### src/rv_params.svh
`ifndef RV_PARAMS_SVH
`define RV_PARAMS_SVH

// Data path and address width
`define RV_XLEN        32

// Integer register file size, x0 included
`define RV_NUM_REGS    32
`define RV_REG_ADDR_W  5

// Sequential fetch increment in bytes
`define RV_PC_STEP     4

//////////////////////////////////////////////////
// Major opcodes of the kept instruction groups
//////////////////////////////////////////////////

// Register-register ALU ops
`define RV_OPC_OP      7'b0110011
// Register-immediate ALU ops
`define RV_OPC_OP_IMM  7'b0010011
`define RV_OPC_LUI     7'b0110111
// Only SW is decoded here
`define RV_OPC_STORE   7'b0100011

`endif

### src/rv_pkg.sv
package rv_pkg;

`include "rv_params.svh"

  //////////////////////////////////////////////////
  // Instruction formats
  //////////////////////////////////////////////////

  // R-type, register-register
  typedef struct packed {
    logic [6:0]                funct7;
    logic [`RV_REG_ADDR_W-1:0] rs2;
    logic [`RV_REG_ADDR_W-1:0] rs1;
    logic [2:0]                funct3;
    logic [`RV_REG_ADDR_W-1:0] rd;
    logic [6:0]                opcode;
  } instr_r_t;

  // I-type, 12 bit signed immediate
  typedef struct packed {
    logic [11:0]               imm;
    logic [`RV_REG_ADDR_W-1:0] rs1;
    logic [2:0]                funct3;
    logic [`RV_REG_ADDR_W-1:0] rd;
    logic [6:0]                opcode;
  } instr_i_t;

  // S-type, offset split around rs2/rs1
  typedef struct packed {
    logic [6:0]                imm_hi;
    logic [`RV_REG_ADDR_W-1:0] rs2;
    logic [`RV_REG_ADDR_W-1:0] rs1;
    logic [2:0]                funct3;
    logic [4:0]                imm_lo;
    logic [6:0]                opcode;
  } instr_s_t;

  // U-type, upper 20 bits
  typedef struct packed {
    logic [19:0]               imm;
    logic [`RV_REG_ADDR_W-1:0] rd;
    logic [6:0]                opcode;
  } instr_u_t;

  // One fetched word, four views
  typedef union packed {
    instr_r_t r;
    instr_i_t i;
    instr_s_t s;
    instr_u_t u;
  } instr_u;

  typedef enum logic [3:0] {
    ALU_ADD, ALU_SUB, ALU_AND, ALU_OR, ALU_XOR,
    ALU_SLL, ALU_SRL, ALU_SRA, ALU_SLT, ALU_SLTU
  } alu_op_e;

  //////////////////////////////////////////////////
  // Pipeline payloads
  //////////////////////////////////////////////////

  typedef struct packed {
    logic                valid;
    logic [`RV_XLEN-1:0] pc;
    instr_u              instr;
  } if_id_pipe_t;

  typedef struct packed {
    logic                      valid;
    alu_op_e                   alu_op;
    logic [`RV_XLEN-1:0]       op_a;
    logic [`RV_XLEN-1:0]       op_b;
    logic [`RV_XLEN-1:0]       st_data;
    logic                      rf_we;
    logic [`RV_REG_ADDR_W-1:0] rd;
    logic                      store;
    logic [11:0]               st_offset;
  } id_ex_pipe_t;

  // Writeback port, also the forwarding source
  typedef struct packed {
    logic                      we;
    logic [`RV_REG_ADDR_W-1:0] addr;
    logic [`RV_XLEN-1:0]       data;
  } rf_wb_t;

endpackage

### src/rv_register_file.sv
`timescale 1ns/1ps

`include "rv_params.svh"

module rv_register_file import rv_pkg::*; (
  input  logic                      clk_i,
  input  logic                      arst_n_i,
  input  logic [`RV_REG_ADDR_W-1:0] raddr_a_i,
  input  logic [`RV_REG_ADDR_W-1:0] raddr_b_i,
  output logic [`RV_XLEN-1:0]       rdata_a_o,
  output logic [`RV_XLEN-1:0]       rdata_b_o,
  input  rf_wb_t                    wb_i
);

  // x1..x31 only, x0 has no storage
  logic [`RV_XLEN-1:0] regs_q [1:`RV_NUM_REGS-1];

  // Single write port, writes to x0 dropped
  always_ff @(posedge clk_i or negedge arst_n_i) begin
    if (!arst_n_i) begin
      for (int i = 1; i < `RV_NUM_REGS; i++) begin
        regs_q[i] <= '0;
      end
    end else if (wb_i.we && (wb_i.addr != '0)) begin
      regs_q[wb_i.addr] <= wb_i.data;
    end
  end

  // Combinational reads, x0 reads as zero
  assign rdata_a_o = (raddr_a_i == '0) ? '0 : regs_q[raddr_a_i];
  assign rdata_b_o = (raddr_b_i == '0) ? '0 : regs_q[raddr_b_i];

endmodule

### src/rv_if_stage.sv
`timescale 1ns/1ps

`include "rv_params.svh"

module rv_if_stage import rv_pkg::*; (
  input  logic                clk_i,
  input  logic                arst_n_i,
  input  logic                fetch_enable_i,
  input  logic [`RV_XLEN-1:0] boot_addr_i,
  output logic                instr_req_o,
  input  logic                instr_gnt_i,
  input  logic                instr_rvalid_i,
  output logic [`RV_XLEN-1:0] instr_addr_o,
  input  instr_u              instr_rdata_i,
  input  logic                stall_i,
  input  logic                id_busy_i,
  output if_id_pipe_t         if_id_pipe_o,
  output logic                core_sleep_o
);

  // Set one cycle after reset, PC loaded from boot address then
  logic                booted_q;
  logic [`RV_XLEN-1:0] pc_q;
  // Address of the request in flight
  logic [`RV_XLEN-1:0] fetch_pc_q;
  logic                outstanding_q;
  logic                accept;
  // IF/ID register free or drained this cycle
  logic                can_load;
  logic                rvalid;
  if_id_pipe_t         fetched;
  if_id_pipe_t         pipe_q;
  // One-entry skid for a word returned under stall
  if_id_pipe_t         hold_q;

  assign can_load = !stall_i || !pipe_q.valid;
  assign rvalid   = instr_rvalid_i && outstanding_q;
  assign fetched  = {1'b1, fetch_pc_q, instr_rdata_i};

  // Next request may overlap the response cycle if the word has a place
  assign instr_req_o  = booted_q && fetch_enable_i && !hold_q.valid &&
                        (!outstanding_q || (rvalid && can_load));
  assign instr_addr_o = pc_q;
  assign accept       = instr_req_o && instr_gnt_i;

  always_ff @(posedge clk_i or negedge arst_n_i) begin
    if (!arst_n_i) begin
      booted_q      <= 1'b0;
      pc_q          <= '0;
      fetch_pc_q    <= '0;
      outstanding_q <= 1'b0;
    end else begin
      booted_q <= 1'b1;
      // No branches, PC only steps forward
      if (!booted_q) begin
        pc_q <= boot_addr_i;
      end else if (accept) begin
        pc_q <= pc_q + `RV_XLEN'(`RV_PC_STEP);
      end
      if (accept) begin
        fetch_pc_q    <= pc_q;
        outstanding_q <= 1'b1;
      end else if (rvalid) begin
        outstanding_q <= 1'b0;
      end
    end
  end

  // IF/ID register and skid
  always_ff @(posedge clk_i or negedge arst_n_i) begin
    if (!arst_n_i) begin
      pipe_q <= '0;
      hold_q <= '0;
    end else if (can_load) begin
      // Held word first, it is older
      if (hold_q.valid) begin
        pipe_q       <= hold_q;
        hold_q.valid <= 1'b0;
      end else if (rvalid) begin
        pipe_q <= fetched;
      end else begin
        pipe_q.valid <= 1'b0;
      end
    end else if (rvalid) begin
      hold_q <= fetched;
    end
  end

  assign if_id_pipe_o = pipe_q;

  // Idle only once every stage has drained
  assign core_sleep_o = !fetch_enable_i && !outstanding_q && !pipe_q.valid &&
                        !hold_q.valid && !id_busy_i;

endmodule

### src/rv_id_stage.sv
`timescale 1ns/1ps

`include "rv_params.svh"

module rv_id_stage import rv_pkg::*; (
  input  logic                      clk_i,
  input  logic                      arst_n_i,
  input  if_id_pipe_t               if_id_pipe_i,
  input  logic                      stall_i,
  output logic [`RV_REG_ADDR_W-1:0] rf_raddr_a_o,
  output logic [`RV_REG_ADDR_W-1:0] rf_raddr_b_o,
  input  logic [`RV_XLEN-1:0]       rf_rdata_a_i,
  input  logic [`RV_XLEN-1:0]       rf_rdata_b_i,
  input  rf_wb_t                    rf_wb_i,
  output id_ex_pipe_t               id_ex_pipe_o
);

  instr_u              instr;
  logic [2:0]          funct3;
  // funct7 patterns, also imm[11:5] of shift immediates
  logic                f7_zero;
  logic                f7_alt;
  logic [`RV_XLEN-1:0] opnd_a;
  logic [`RV_XLEN-1:0] opnd_b;
  logic [`RV_XLEN-1:0] imm_i;
  logic [11:0]         imm_s;
  logic [`RV_XLEN-1:0] imm_u;
  id_ex_pipe_t         id_ex_d;
  id_ex_pipe_t         id_ex_q;

  // funct3 to ALU op, alt selects SUB or SRA
  function automatic alu_op_e dec_alu(input logic [2:0] f3, input logic alt);
    case (f3)
      3'b000:  return alt ? ALU_SUB : ALU_ADD;
      3'b001:  return ALU_SLL;
      3'b010:  return ALU_SLT;
      3'b011:  return ALU_SLTU;
      3'b100:  return ALU_XOR;
      3'b101:  return alt ? ALU_SRA : ALU_SRL;
      3'b110:  return ALU_OR;
      default: return ALU_AND;
    endcase
  endfunction

  assign instr   = if_id_pipe_i.instr;
  assign funct3  = instr.r.funct3;
  assign f7_zero = (instr.r.funct7 == 7'b0000000);
  assign f7_alt  = (instr.r.funct7 == 7'b0100000);

  // Same rs fields in R, I and S views
  assign rf_raddr_a_o = instr.r.rs1;
  assign rf_raddr_b_o = instr.r.rs2;

  // Bypass the result leaving EX this cycle
  assign opnd_a = (rf_wb_i.we && (rf_wb_i.addr != '0) && (rf_wb_i.addr == instr.r.rs1)) ?
                  rf_wb_i.data : rf_rdata_a_i;
  assign opnd_b = (rf_wb_i.we && (rf_wb_i.addr != '0) && (rf_wb_i.addr == instr.r.rs2)) ?
                  rf_wb_i.data : rf_rdata_b_i;

  // Immediates
  assign imm_i = {{(`RV_XLEN-12){instr.i.imm[11]}}, instr.i.imm};
  assign imm_s = {instr.s.imm_hi, instr.s.imm_lo};
  assign imm_u = {instr.u.imm, 12'b0};

  always_comb begin
    id_ex_d         = '0;
    id_ex_d.valid   = if_id_pipe_i.valid;
    id_ex_d.alu_op  = ALU_ADD;
    id_ex_d.op_a    = opnd_a;
    id_ex_d.op_b    = opnd_b;
    id_ex_d.st_data = opnd_b;
    id_ex_d.rd      = instr.r.rd;
    // Anything not matched below has no effect
    if (if_id_pipe_i.valid) begin
      case (instr.r.opcode)
        `RV_OPC_OP: begin
          id_ex_d.alu_op = dec_alu(funct3, f7_alt);
          id_ex_d.rf_we  = f7_zero || (f7_alt && ((funct3 == 3'b000) || (funct3 == 3'b101)));
        end
        `RV_OPC_OP_IMM: begin
          // ADDI with imm[10] set is not SUB
          id_ex_d.alu_op = dec_alu(funct3, f7_alt && (funct3 == 3'b101));
          id_ex_d.op_b   = imm_i;
          case (funct3)
            3'b001:  id_ex_d.rf_we = f7_zero;
            3'b101:  id_ex_d.rf_we = f7_zero || f7_alt;
            default: id_ex_d.rf_we = 1'b1;
          endcase
        end
        `RV_OPC_LUI: begin
          id_ex_d.op_a  = '0;
          id_ex_d.op_b  = imm_u;
          id_ex_d.rf_we = 1'b1;
        end
        `RV_OPC_STORE: begin
          // SW only
          id_ex_d.store     = (funct3 == 3'b010);
          id_ex_d.st_offset = imm_s;
        end
        default: begin
          id_ex_d.rf_we = 1'b0;
        end
      endcase
    end
  end

  // ID/EX register, frozen under store stall
  always_ff @(posedge clk_i or negedge arst_n_i) begin
    if (!arst_n_i) begin
      id_ex_q <= '0;
    end else if (!stall_i) begin
      id_ex_q <= id_ex_d;
    end
  end

  assign id_ex_pipe_o = id_ex_q;

endmodule

### src/rv_ex_stage.sv
`timescale 1ns/1ps

`include "rv_params.svh"

module rv_ex_stage import rv_pkg::*; (
  input  logic                clk_i,
  input  logic                arst_n_i,
  input  id_ex_pipe_t         id_ex_pipe_i,
  output rf_wb_t              rf_wb_o,
  output logic                stall_o,
  output logic                data_req_o,
  input  logic                data_gnt_i,
  output logic [`RV_XLEN-1:0] data_addr_o,
  output logic [`RV_XLEN-1:0] data_wdata_o
);

  localparam int SHAMT_W = $clog2(`RV_XLEN);

  logic [SHAMT_W-1:0]  shamt;
  logic [`RV_XLEN-1:0] alu_result;
  logic [`RV_XLEN-1:0] st_addr;
  // Store waiting for grant since an earlier cycle
  logic                st_wait_q;
  logic [`RV_XLEN-1:0] st_addr_q;
  logic [`RV_XLEN-1:0] st_wdata_q;

  //////////////////////////////////////////////////
  // ALU
  //////////////////////////////////////////////////

  // Low five bits only
  assign shamt = id_ex_pipe_i.op_b[SHAMT_W-1:0];

  always_comb begin
    case (id_ex_pipe_i.alu_op)
      ALU_SUB:  alu_result = id_ex_pipe_i.op_a - id_ex_pipe_i.op_b;
      ALU_AND:  alu_result = id_ex_pipe_i.op_a & id_ex_pipe_i.op_b;
      ALU_OR:   alu_result = id_ex_pipe_i.op_a | id_ex_pipe_i.op_b;
      ALU_XOR:  alu_result = id_ex_pipe_i.op_a ^ id_ex_pipe_i.op_b;
      ALU_SLL:  alu_result = id_ex_pipe_i.op_a << shamt;
      ALU_SRL:  alu_result = id_ex_pipe_i.op_a >> shamt;
      ALU_SRA:  alu_result = $signed(id_ex_pipe_i.op_a) >>> shamt;
      // Set-less-than, signed then unsigned
      ALU_SLT:  alu_result = {{(`RV_XLEN-1){1'b0}},
                              $signed(id_ex_pipe_i.op_a) < $signed(id_ex_pipe_i.op_b)};
      ALU_SLTU: alu_result = {{(`RV_XLEN-1){1'b0}}, id_ex_pipe_i.op_a < id_ex_pipe_i.op_b};
      default:  alu_result = id_ex_pipe_i.op_a + id_ex_pipe_i.op_b;
    endcase
  end

  // Writeback on the edge closing this cycle, also fed back to ID
  always_comb begin
    rf_wb_o.we   = id_ex_pipe_i.valid && id_ex_pipe_i.rf_we;
    rf_wb_o.addr = id_ex_pipe_i.rd;
    rf_wb_o.data = alu_result;
  end

  //////////////////////////////////////////////////
  // Store issue
  //////////////////////////////////////////////////

  // rs1 plus sign-extended offset
  assign st_addr = id_ex_pipe_i.op_a +
                   {{(`RV_XLEN-12){id_ex_pipe_i.st_offset[11]}}, id_ex_pipe_i.st_offset};

  assign data_req_o = id_ex_pipe_i.valid && id_ex_pipe_i.store;
  assign stall_o    = data_req_o && !data_gnt_i;

  // Bus payload from local flops after the first wait cycle
  assign data_addr_o  = st_wait_q ? st_addr_q : st_addr;
  assign data_wdata_o = st_wait_q ? st_wdata_q : id_ex_pipe_i.st_data;

  always_ff @(posedge clk_i or negedge arst_n_i) begin
    if (!arst_n_i) begin
      st_wait_q  <= 1'b0;
      st_addr_q  <= '0;
      st_wdata_q <= '0;
    end else begin
      st_wait_q <= stall_o;
      // Capture once, on entry to the wait
      if (stall_o && !st_wait_q) begin
        st_addr_q  <= st_addr;
        st_wdata_q <= id_ex_pipe_i.st_data;
      end
    end
  end

endmodule

### src/rv_core.sv
`timescale 1ns/1ps

`include "rv_params.svh"

module rv_core import rv_pkg::*; (
  input  logic                clk_i,
  input  logic                arst_n_i,

  // Fetch control and status
  input  logic                fetch_enable_i,
  input  logic [`RV_XLEN-1:0] boot_addr_i,
  output logic                core_sleep_o,

  // Instruction bus
  output logic                instr_req_o,
  input  logic                instr_gnt_i,
  input  logic                instr_rvalid_i,
  output logic [`RV_XLEN-1:0] instr_addr_o,
  input  instr_u              instr_rdata_i,

  // Data bus, stores only
  output logic                data_req_o,
  input  logic                data_gnt_i,
  output logic [`RV_XLEN-1:0] data_addr_o,
  output logic [`RV_XLEN-1:0] data_wdata_o
);

  // Stage to stage payloads
  if_id_pipe_t               if_id_pipe;
  id_ex_pipe_t               id_ex_pipe;
  rf_wb_t                    rf_wb;

  // Store back-pressure from EX
  logic                      stall;

  // Register file read ports
  logic [`RV_REG_ADDR_W-1:0] rf_raddr_a;
  logic [`RV_REG_ADDR_W-1:0] rf_raddr_b;
  logic [`RV_XLEN-1:0]       rf_rdata_a;
  logic [`RV_XLEN-1:0]       rf_rdata_b;

  //////////////////////////////////////////////////
  // Fetch
  //////////////////////////////////////////////////

  rv_if_stage if_stage_i (
    .clk_i          ( clk_i            ),
    .arst_n_i       ( arst_n_i         ),
    .fetch_enable_i ( fetch_enable_i   ),
    .boot_addr_i    ( boot_addr_i      ),
    .instr_req_o    ( instr_req_o      ),
    .instr_gnt_i    ( instr_gnt_i      ),
    .instr_rvalid_i ( instr_rvalid_i   ),
    .instr_addr_o   ( instr_addr_o     ),
    .instr_rdata_i  ( instr_rdata_i    ),
    .stall_i        ( stall            ),
    // EX occupancy for the sleep status
    .id_busy_i      ( id_ex_pipe.valid ),
    .if_id_pipe_o   ( if_id_pipe       ),
    .core_sleep_o   ( core_sleep_o     )
  );

  //////////////////////////////////////////////////
  // Decode
  //////////////////////////////////////////////////

  rv_id_stage id_stage_i (
    .clk_i          ( clk_i            ),
    .arst_n_i       ( arst_n_i         ),
    .if_id_pipe_i   ( if_id_pipe       ),
    .stall_i        ( stall            ),
    .rf_raddr_a_o   ( rf_raddr_a       ),
    .rf_raddr_b_o   ( rf_raddr_b       ),
    .rf_rdata_a_i   ( rf_rdata_a       ),
    .rf_rdata_b_i   ( rf_rdata_b       ),
    .rf_wb_i        ( rf_wb            ),
    .id_ex_pipe_o   ( id_ex_pipe       )
  );

  //////////////////////////////////////////////////
  // Execute and writeback
  //////////////////////////////////////////////////

  rv_ex_stage ex_stage_i (
    .clk_i          ( clk_i            ),
    .arst_n_i       ( arst_n_i         ),
    .id_ex_pipe_i   ( id_ex_pipe       ),
    .rf_wb_o        ( rf_wb            ),
    .stall_o        ( stall            ),
    .data_req_o     ( data_req_o       ),
    .data_gnt_i     ( data_gnt_i       ),
    .data_addr_o    ( data_addr_o      ),
    .data_wdata_o   ( data_wdata_o     )
  );

  rv_register_file register_file_i (
    .clk_i          ( clk_i            ),
    .arst_n_i       ( arst_n_i         ),
    .raddr_a_i      ( rf_raddr_a       ),
    .raddr_b_i      ( rf_raddr_b       ),
    .rdata_a_o      ( rf_rdata_a       ),
    .rdata_b_o      ( rf_rdata_b       ),
    .wb_i           ( rf_wb            )
  );

endmodule

### config.mk
export PLATFORM = sky130hd
export DESIGN_NAME = rv_core
export DESIGN_NICKNAME = d
export VERILOG_FILES = /design/src/rv_pkg.sv /design/src/rv_register_file.sv /design/src/rv_if_stage.sv /design/src/rv_id_stage.sv /design/src/rv_ex_stage.sv /design/src/rv_core.sv
export VERILOG_INCLUDE_DIRS = /design/src
export SDC_FILE = /design/constraint.sdc
export NUM_CORES = 2
export LEC_CHECK = 0
export BUFFER_PORTS_ARGS = -buffer_cell sky130_fd_sc_hd__buf_2
export CORE_ASPECT_RATIO = 2
export CORE_MARGIN = 8
export CORE_UTILIZATION = 55
export CTS_BUF_LIST = sky130_fd_sc_hd__clkbuf_4 sky130_fd_sc_hd__clkbuf_8 sky130_fd_sc_hd__clkbuf_16
export DETAILED_ROUTE_END_ITERATION = 8
export GPL_ROUTABILITY_DRIVEN = 0
export MAX_ROUTING_LAYER = met4
export PLACE_DENSITY = 0.76
export SYNTH_ARGS = -nofsm -noshare
export SYNTH_HDL_FRONTEND = slang
export SYNTH_HIERARCHICAL = 1
export SYNTH_SLANG_ARGS = --single-unit
### constraint.sdc
create_clock -name clk_i -period 6.1 [get_ports clk_i]
set_input_delay 0.61 -clock clk_i [delete_from_list [all_inputs] [get_ports clk_i]]
set_output_delay 0.61 -clock clk_i [all_outputs]
set_load 0.02 [all_outputs]
==> impl_metrics.json <==
{
  "drt-vias-per-instance": 7.11,
  "synth_cells": 6441,
  "yosysWarningCount": 6,
  "die_area_sq_um": 152000,
  "io_pins": 169,
  "syn_area_per_cell_sq_um": 11.9,
  "cts_buffers": 117,
  "gr-total-overflow": 0,
  "data_required_time_of_the_worst_path_ns": 6.77,
  "power_leakage_uw": 0.0388,
  "period_utilization_post_route": 0.872,
  "cts_tree": "done",
  "synthToLayoutAreaGrowth_pct": 8.72,
  "design.final.nets": 6496,
  "postRouteAntennaNets": 0,
  "fp.dieW_microns": 280,
  "antenna_found_initial": 9,
  "number_of_hold_buffers_added_after_cts": 1,
  "sequentialPowerShare": 0.365,
  "num_vias": 58800,
  "first_global_vias": 60100,
  "critical-path-top-delay-family": "compound AO/OA/AOI/OAI gates",
  "finalCriticalPeriod_ns": 5.32,
  "cts.sink_count": 1277,
  "postCtsResizedCells": 0,
  "place_hpwl_microns": 158000,
  "power.internal_uw": 16000,
  "grt_max_degree": 191,
  "maxSlewViolCount": 3,
  "final_setup_fails": 0,
  "detailedPlace.worstSlack_ns": 1.18,
  "drt_first_pass_iters": 9,
  "total_power_uw": 26100,
  "cts-root-to-sink-buffers": 3,
  "timing.slew.headroom": -0.0340,
  "synthesis.nets": 6643,
  "grtUsageTotal": 0.343,
  "critical_path_s_most_frequent_cell": "o21ai_0",
  "place_inst": 8036,
  "avgRoutedWirePerCell_microns": 31.2,
  "comb_power_share": 0.324,
  "chipHeight_microns": 544,
  "timing.hold.worst.class": "in -> reg",
  "starting_drt_drc_count": 7991,
  "cp.buffers_inverters": 1,
  "post_synth_instance_area_sq_um": 76700,
  "crit_arrival_ns": 5.99,
  "final.setup.tns_ns": 0,
  "timing.critical_path.slowest_stage_cell": "o21ai_2",
  "post_route_cells_drive_above_1_share": 0.337,
  "p_clk_frac": 0.311,
  "rsz_0062_raised_after_global_routing": "false",
  "worst_clock_skew_ns": 0.0505,
  "ir_drop_mv": 0.275,
  "grt_pass1_wl_microns": 384000,
  "netSwitchingFraction": 0.385,
  "switchingPower_uw": 10100,
  "cts_setup_buffers": 0,
  "violations": "slew limit",
  "clk_root_buffer_cell": "clkbuf_16",
  "sequential_cell_area_sq_um": 32000,
  "run_status": "complete, but fails checks",
  "finalHoldViolCount": 0,
  "core.rowCount": 194,
  "h-tree-depth": 3,
  "non_filler_instances": 8261,
  "clk_transition_reported_paths_ns": 0.06,
  "timing.critical_path.fanout_max": 52,
  "cap_violations": 0,
  "setup.worst_path.class": "reg -> reg",
  "critPathMaxStageDelay_ns": 1.03,
  "power_density_nw_per_um2": 313,
  "maxClockFrequency_mhz": 188,
  "num-fill-cells": 10600,
  "path_cells": "buf_4, ha_1, a211oi_1, o21ai_0, a31oi_1, o211ai_1, a211oi_1, o21ai_0, a31oi_1, o21ai_0, o2111a_1, o21ai_2, mux2i_1, o21ai_1",
  "core_footprint_sq_um": 139000,
  "drc_errors": 0,
  "worstSetupStartpointType": "flip-flop",
  "numPortBuffers": 168,
  "clk_latency_ns": 0.77,
  "initial_core_util": 0.552,
  "worst_slack_ns": 0.781,
  "timing.hold.ws_ns": 0.0732,
  "tightest_slew_ns": 1.55,
  "crit_path_end_kind": "flip-flop",
  "multiInputGateArea_sq_um": 42000,
  "wirelength_microns": 258000
}
[power groups by stage]
| stage | Clock [uW] | Combinational, uW | Sequential (uW) |
|---|---|---|---|
| floorplan | 0 | 5530 | 9140 |
| global placement | 0 | 7910 | 9590 |
| detailed placement | 0 | 8090 | 9610 |
| CTS | 8190 | 8130 | 9450 |
| global route | 8510 | 8780 | 9510 |
| finish | 8120 | 8450 | 9510 |
[worst min-delay path, cell delays in order]
cell and delay (ns):
buf_2 0.07, nand2_1 0.04, nand3_1 0.05
[stage by stage]
stage                      util  area (sq um)
after global routing      0.600         83400
after detailed placement  0.569         79100
after CTS                 0.600         83400
final                     0.600         83400
after global placement    0.569         79100
after floorplan               -         76700
[registers in the layout, summed over array words and instances (netlist names)]
signal,flops
if_stage_i/instr_addr_o,32
if_stage_i/outstanding_q,1
ex_stage_i/st_addr_q,32
register_file_i/regs_q,992
id_stage_i/id_ex_pipe_o,120
if_stage_i/booted_q,1
if_stage_i/if_id_pipe_o,33
if_stage_i/hold_q,33
ex_stage_i/st_wdata_q,32
ex_stage_i/st_wait_q,1
[layout by cell type, fill, tap and decap left out, types with 17 or more instances in the layout]
cell and count:
dfrtp_1 1263, mux2_2 1038, nand2_1 486, mux4_2 433, mux2i_1 358, nor2_1 277, a21oi_1 254, o21ai_0 196
buf_2 167, mux2_1 150, buf_4 147, inv_1 132, ha_1 129, clkbuf_16 118, o211ai_1 91, nor2b_1 89
a221oi_1 82, nor3_1 76, nand3_1 51, o21ai_1 51, a31oi_1 46, a22oi_1 44, o221ai_1 41, a21o_1 32
a211oi_1 30, clkbuf_4 27, xnor2_1 27, nand2b_1 25, nand4_1 24, clkbuf_8 23, o21bai_1 23, o31ai_1 20
o32a_1 20, buf_12 20, clkinv_2 19, bufinv_16 17, a22o_1 17
[area by class of cell]
| class | count | area share |
|---|---|---|
| diodes | 5 | 0.000150 |
| clock buffers | 168 | 0.0416 |
| clock inverters | 51 | 0.00939 |
| inverters | 137 | 0.00616 |
| multi-input cells | 4426 | 0.503 |
| flip-flops and latches | 1277 | 0.384 |
| well taps | 1862 | 0.0279 |
| repair buffers | 335 | 0.0282 |
[worst paths after layout]
path / slack [ns] / start / end / cells after the start
max reg2reg: 0.78 / id_stage_i/id_ex_pipe_o[52]$_DFFE_PN0N_ / id_stage_i/id_ex_pipe_o[114]$_DFFE_PN0N_ / 14
min: 0.07 / boot_addr_i[23] / if_stage_i/instr_addr_o[23]$_DFFE_PN0P_ / 3
max: 0.78 / id_stage_i/id_ex_pipe_o[52]$_DFFE_PN0N_ / id_stage_i/id_ex_pipe_o[114]$_DFFE_PN0N_ / 14
max in group asynchronous: 3.98 / arst_n_i / register_file_i/regs_q[532]$_DFFE_PN0P_ / 3
min reg2reg: 0.47 / ex_stage_i/st_wdata_q[6]$_DFFE_PN0P_ / ex_stage_i/st_wdata_q[6]$_DFFE_PN0P_ / 2
min in group asynchronous: 0.42 / arst_n_i / if_stage_i/hold_q[1]$_DFFE_PN0P_ / 2
[layer usage]
| layer | global-route usage | vias to the layer above | share of wire |
|---|---|---|---|
| li1 | - | 23800 | - |
| met1 | 0.403 | 29700 | 0.35 |
| met2 | 0.500 | 3919 | 0.44 |
| met3 | 0.0979 | 1325 | 0.12 |
| met4 | 0.249 | 0 | 0.091 |
| met5 | - | - | 0 |
(Power assumes the default switching activity.)
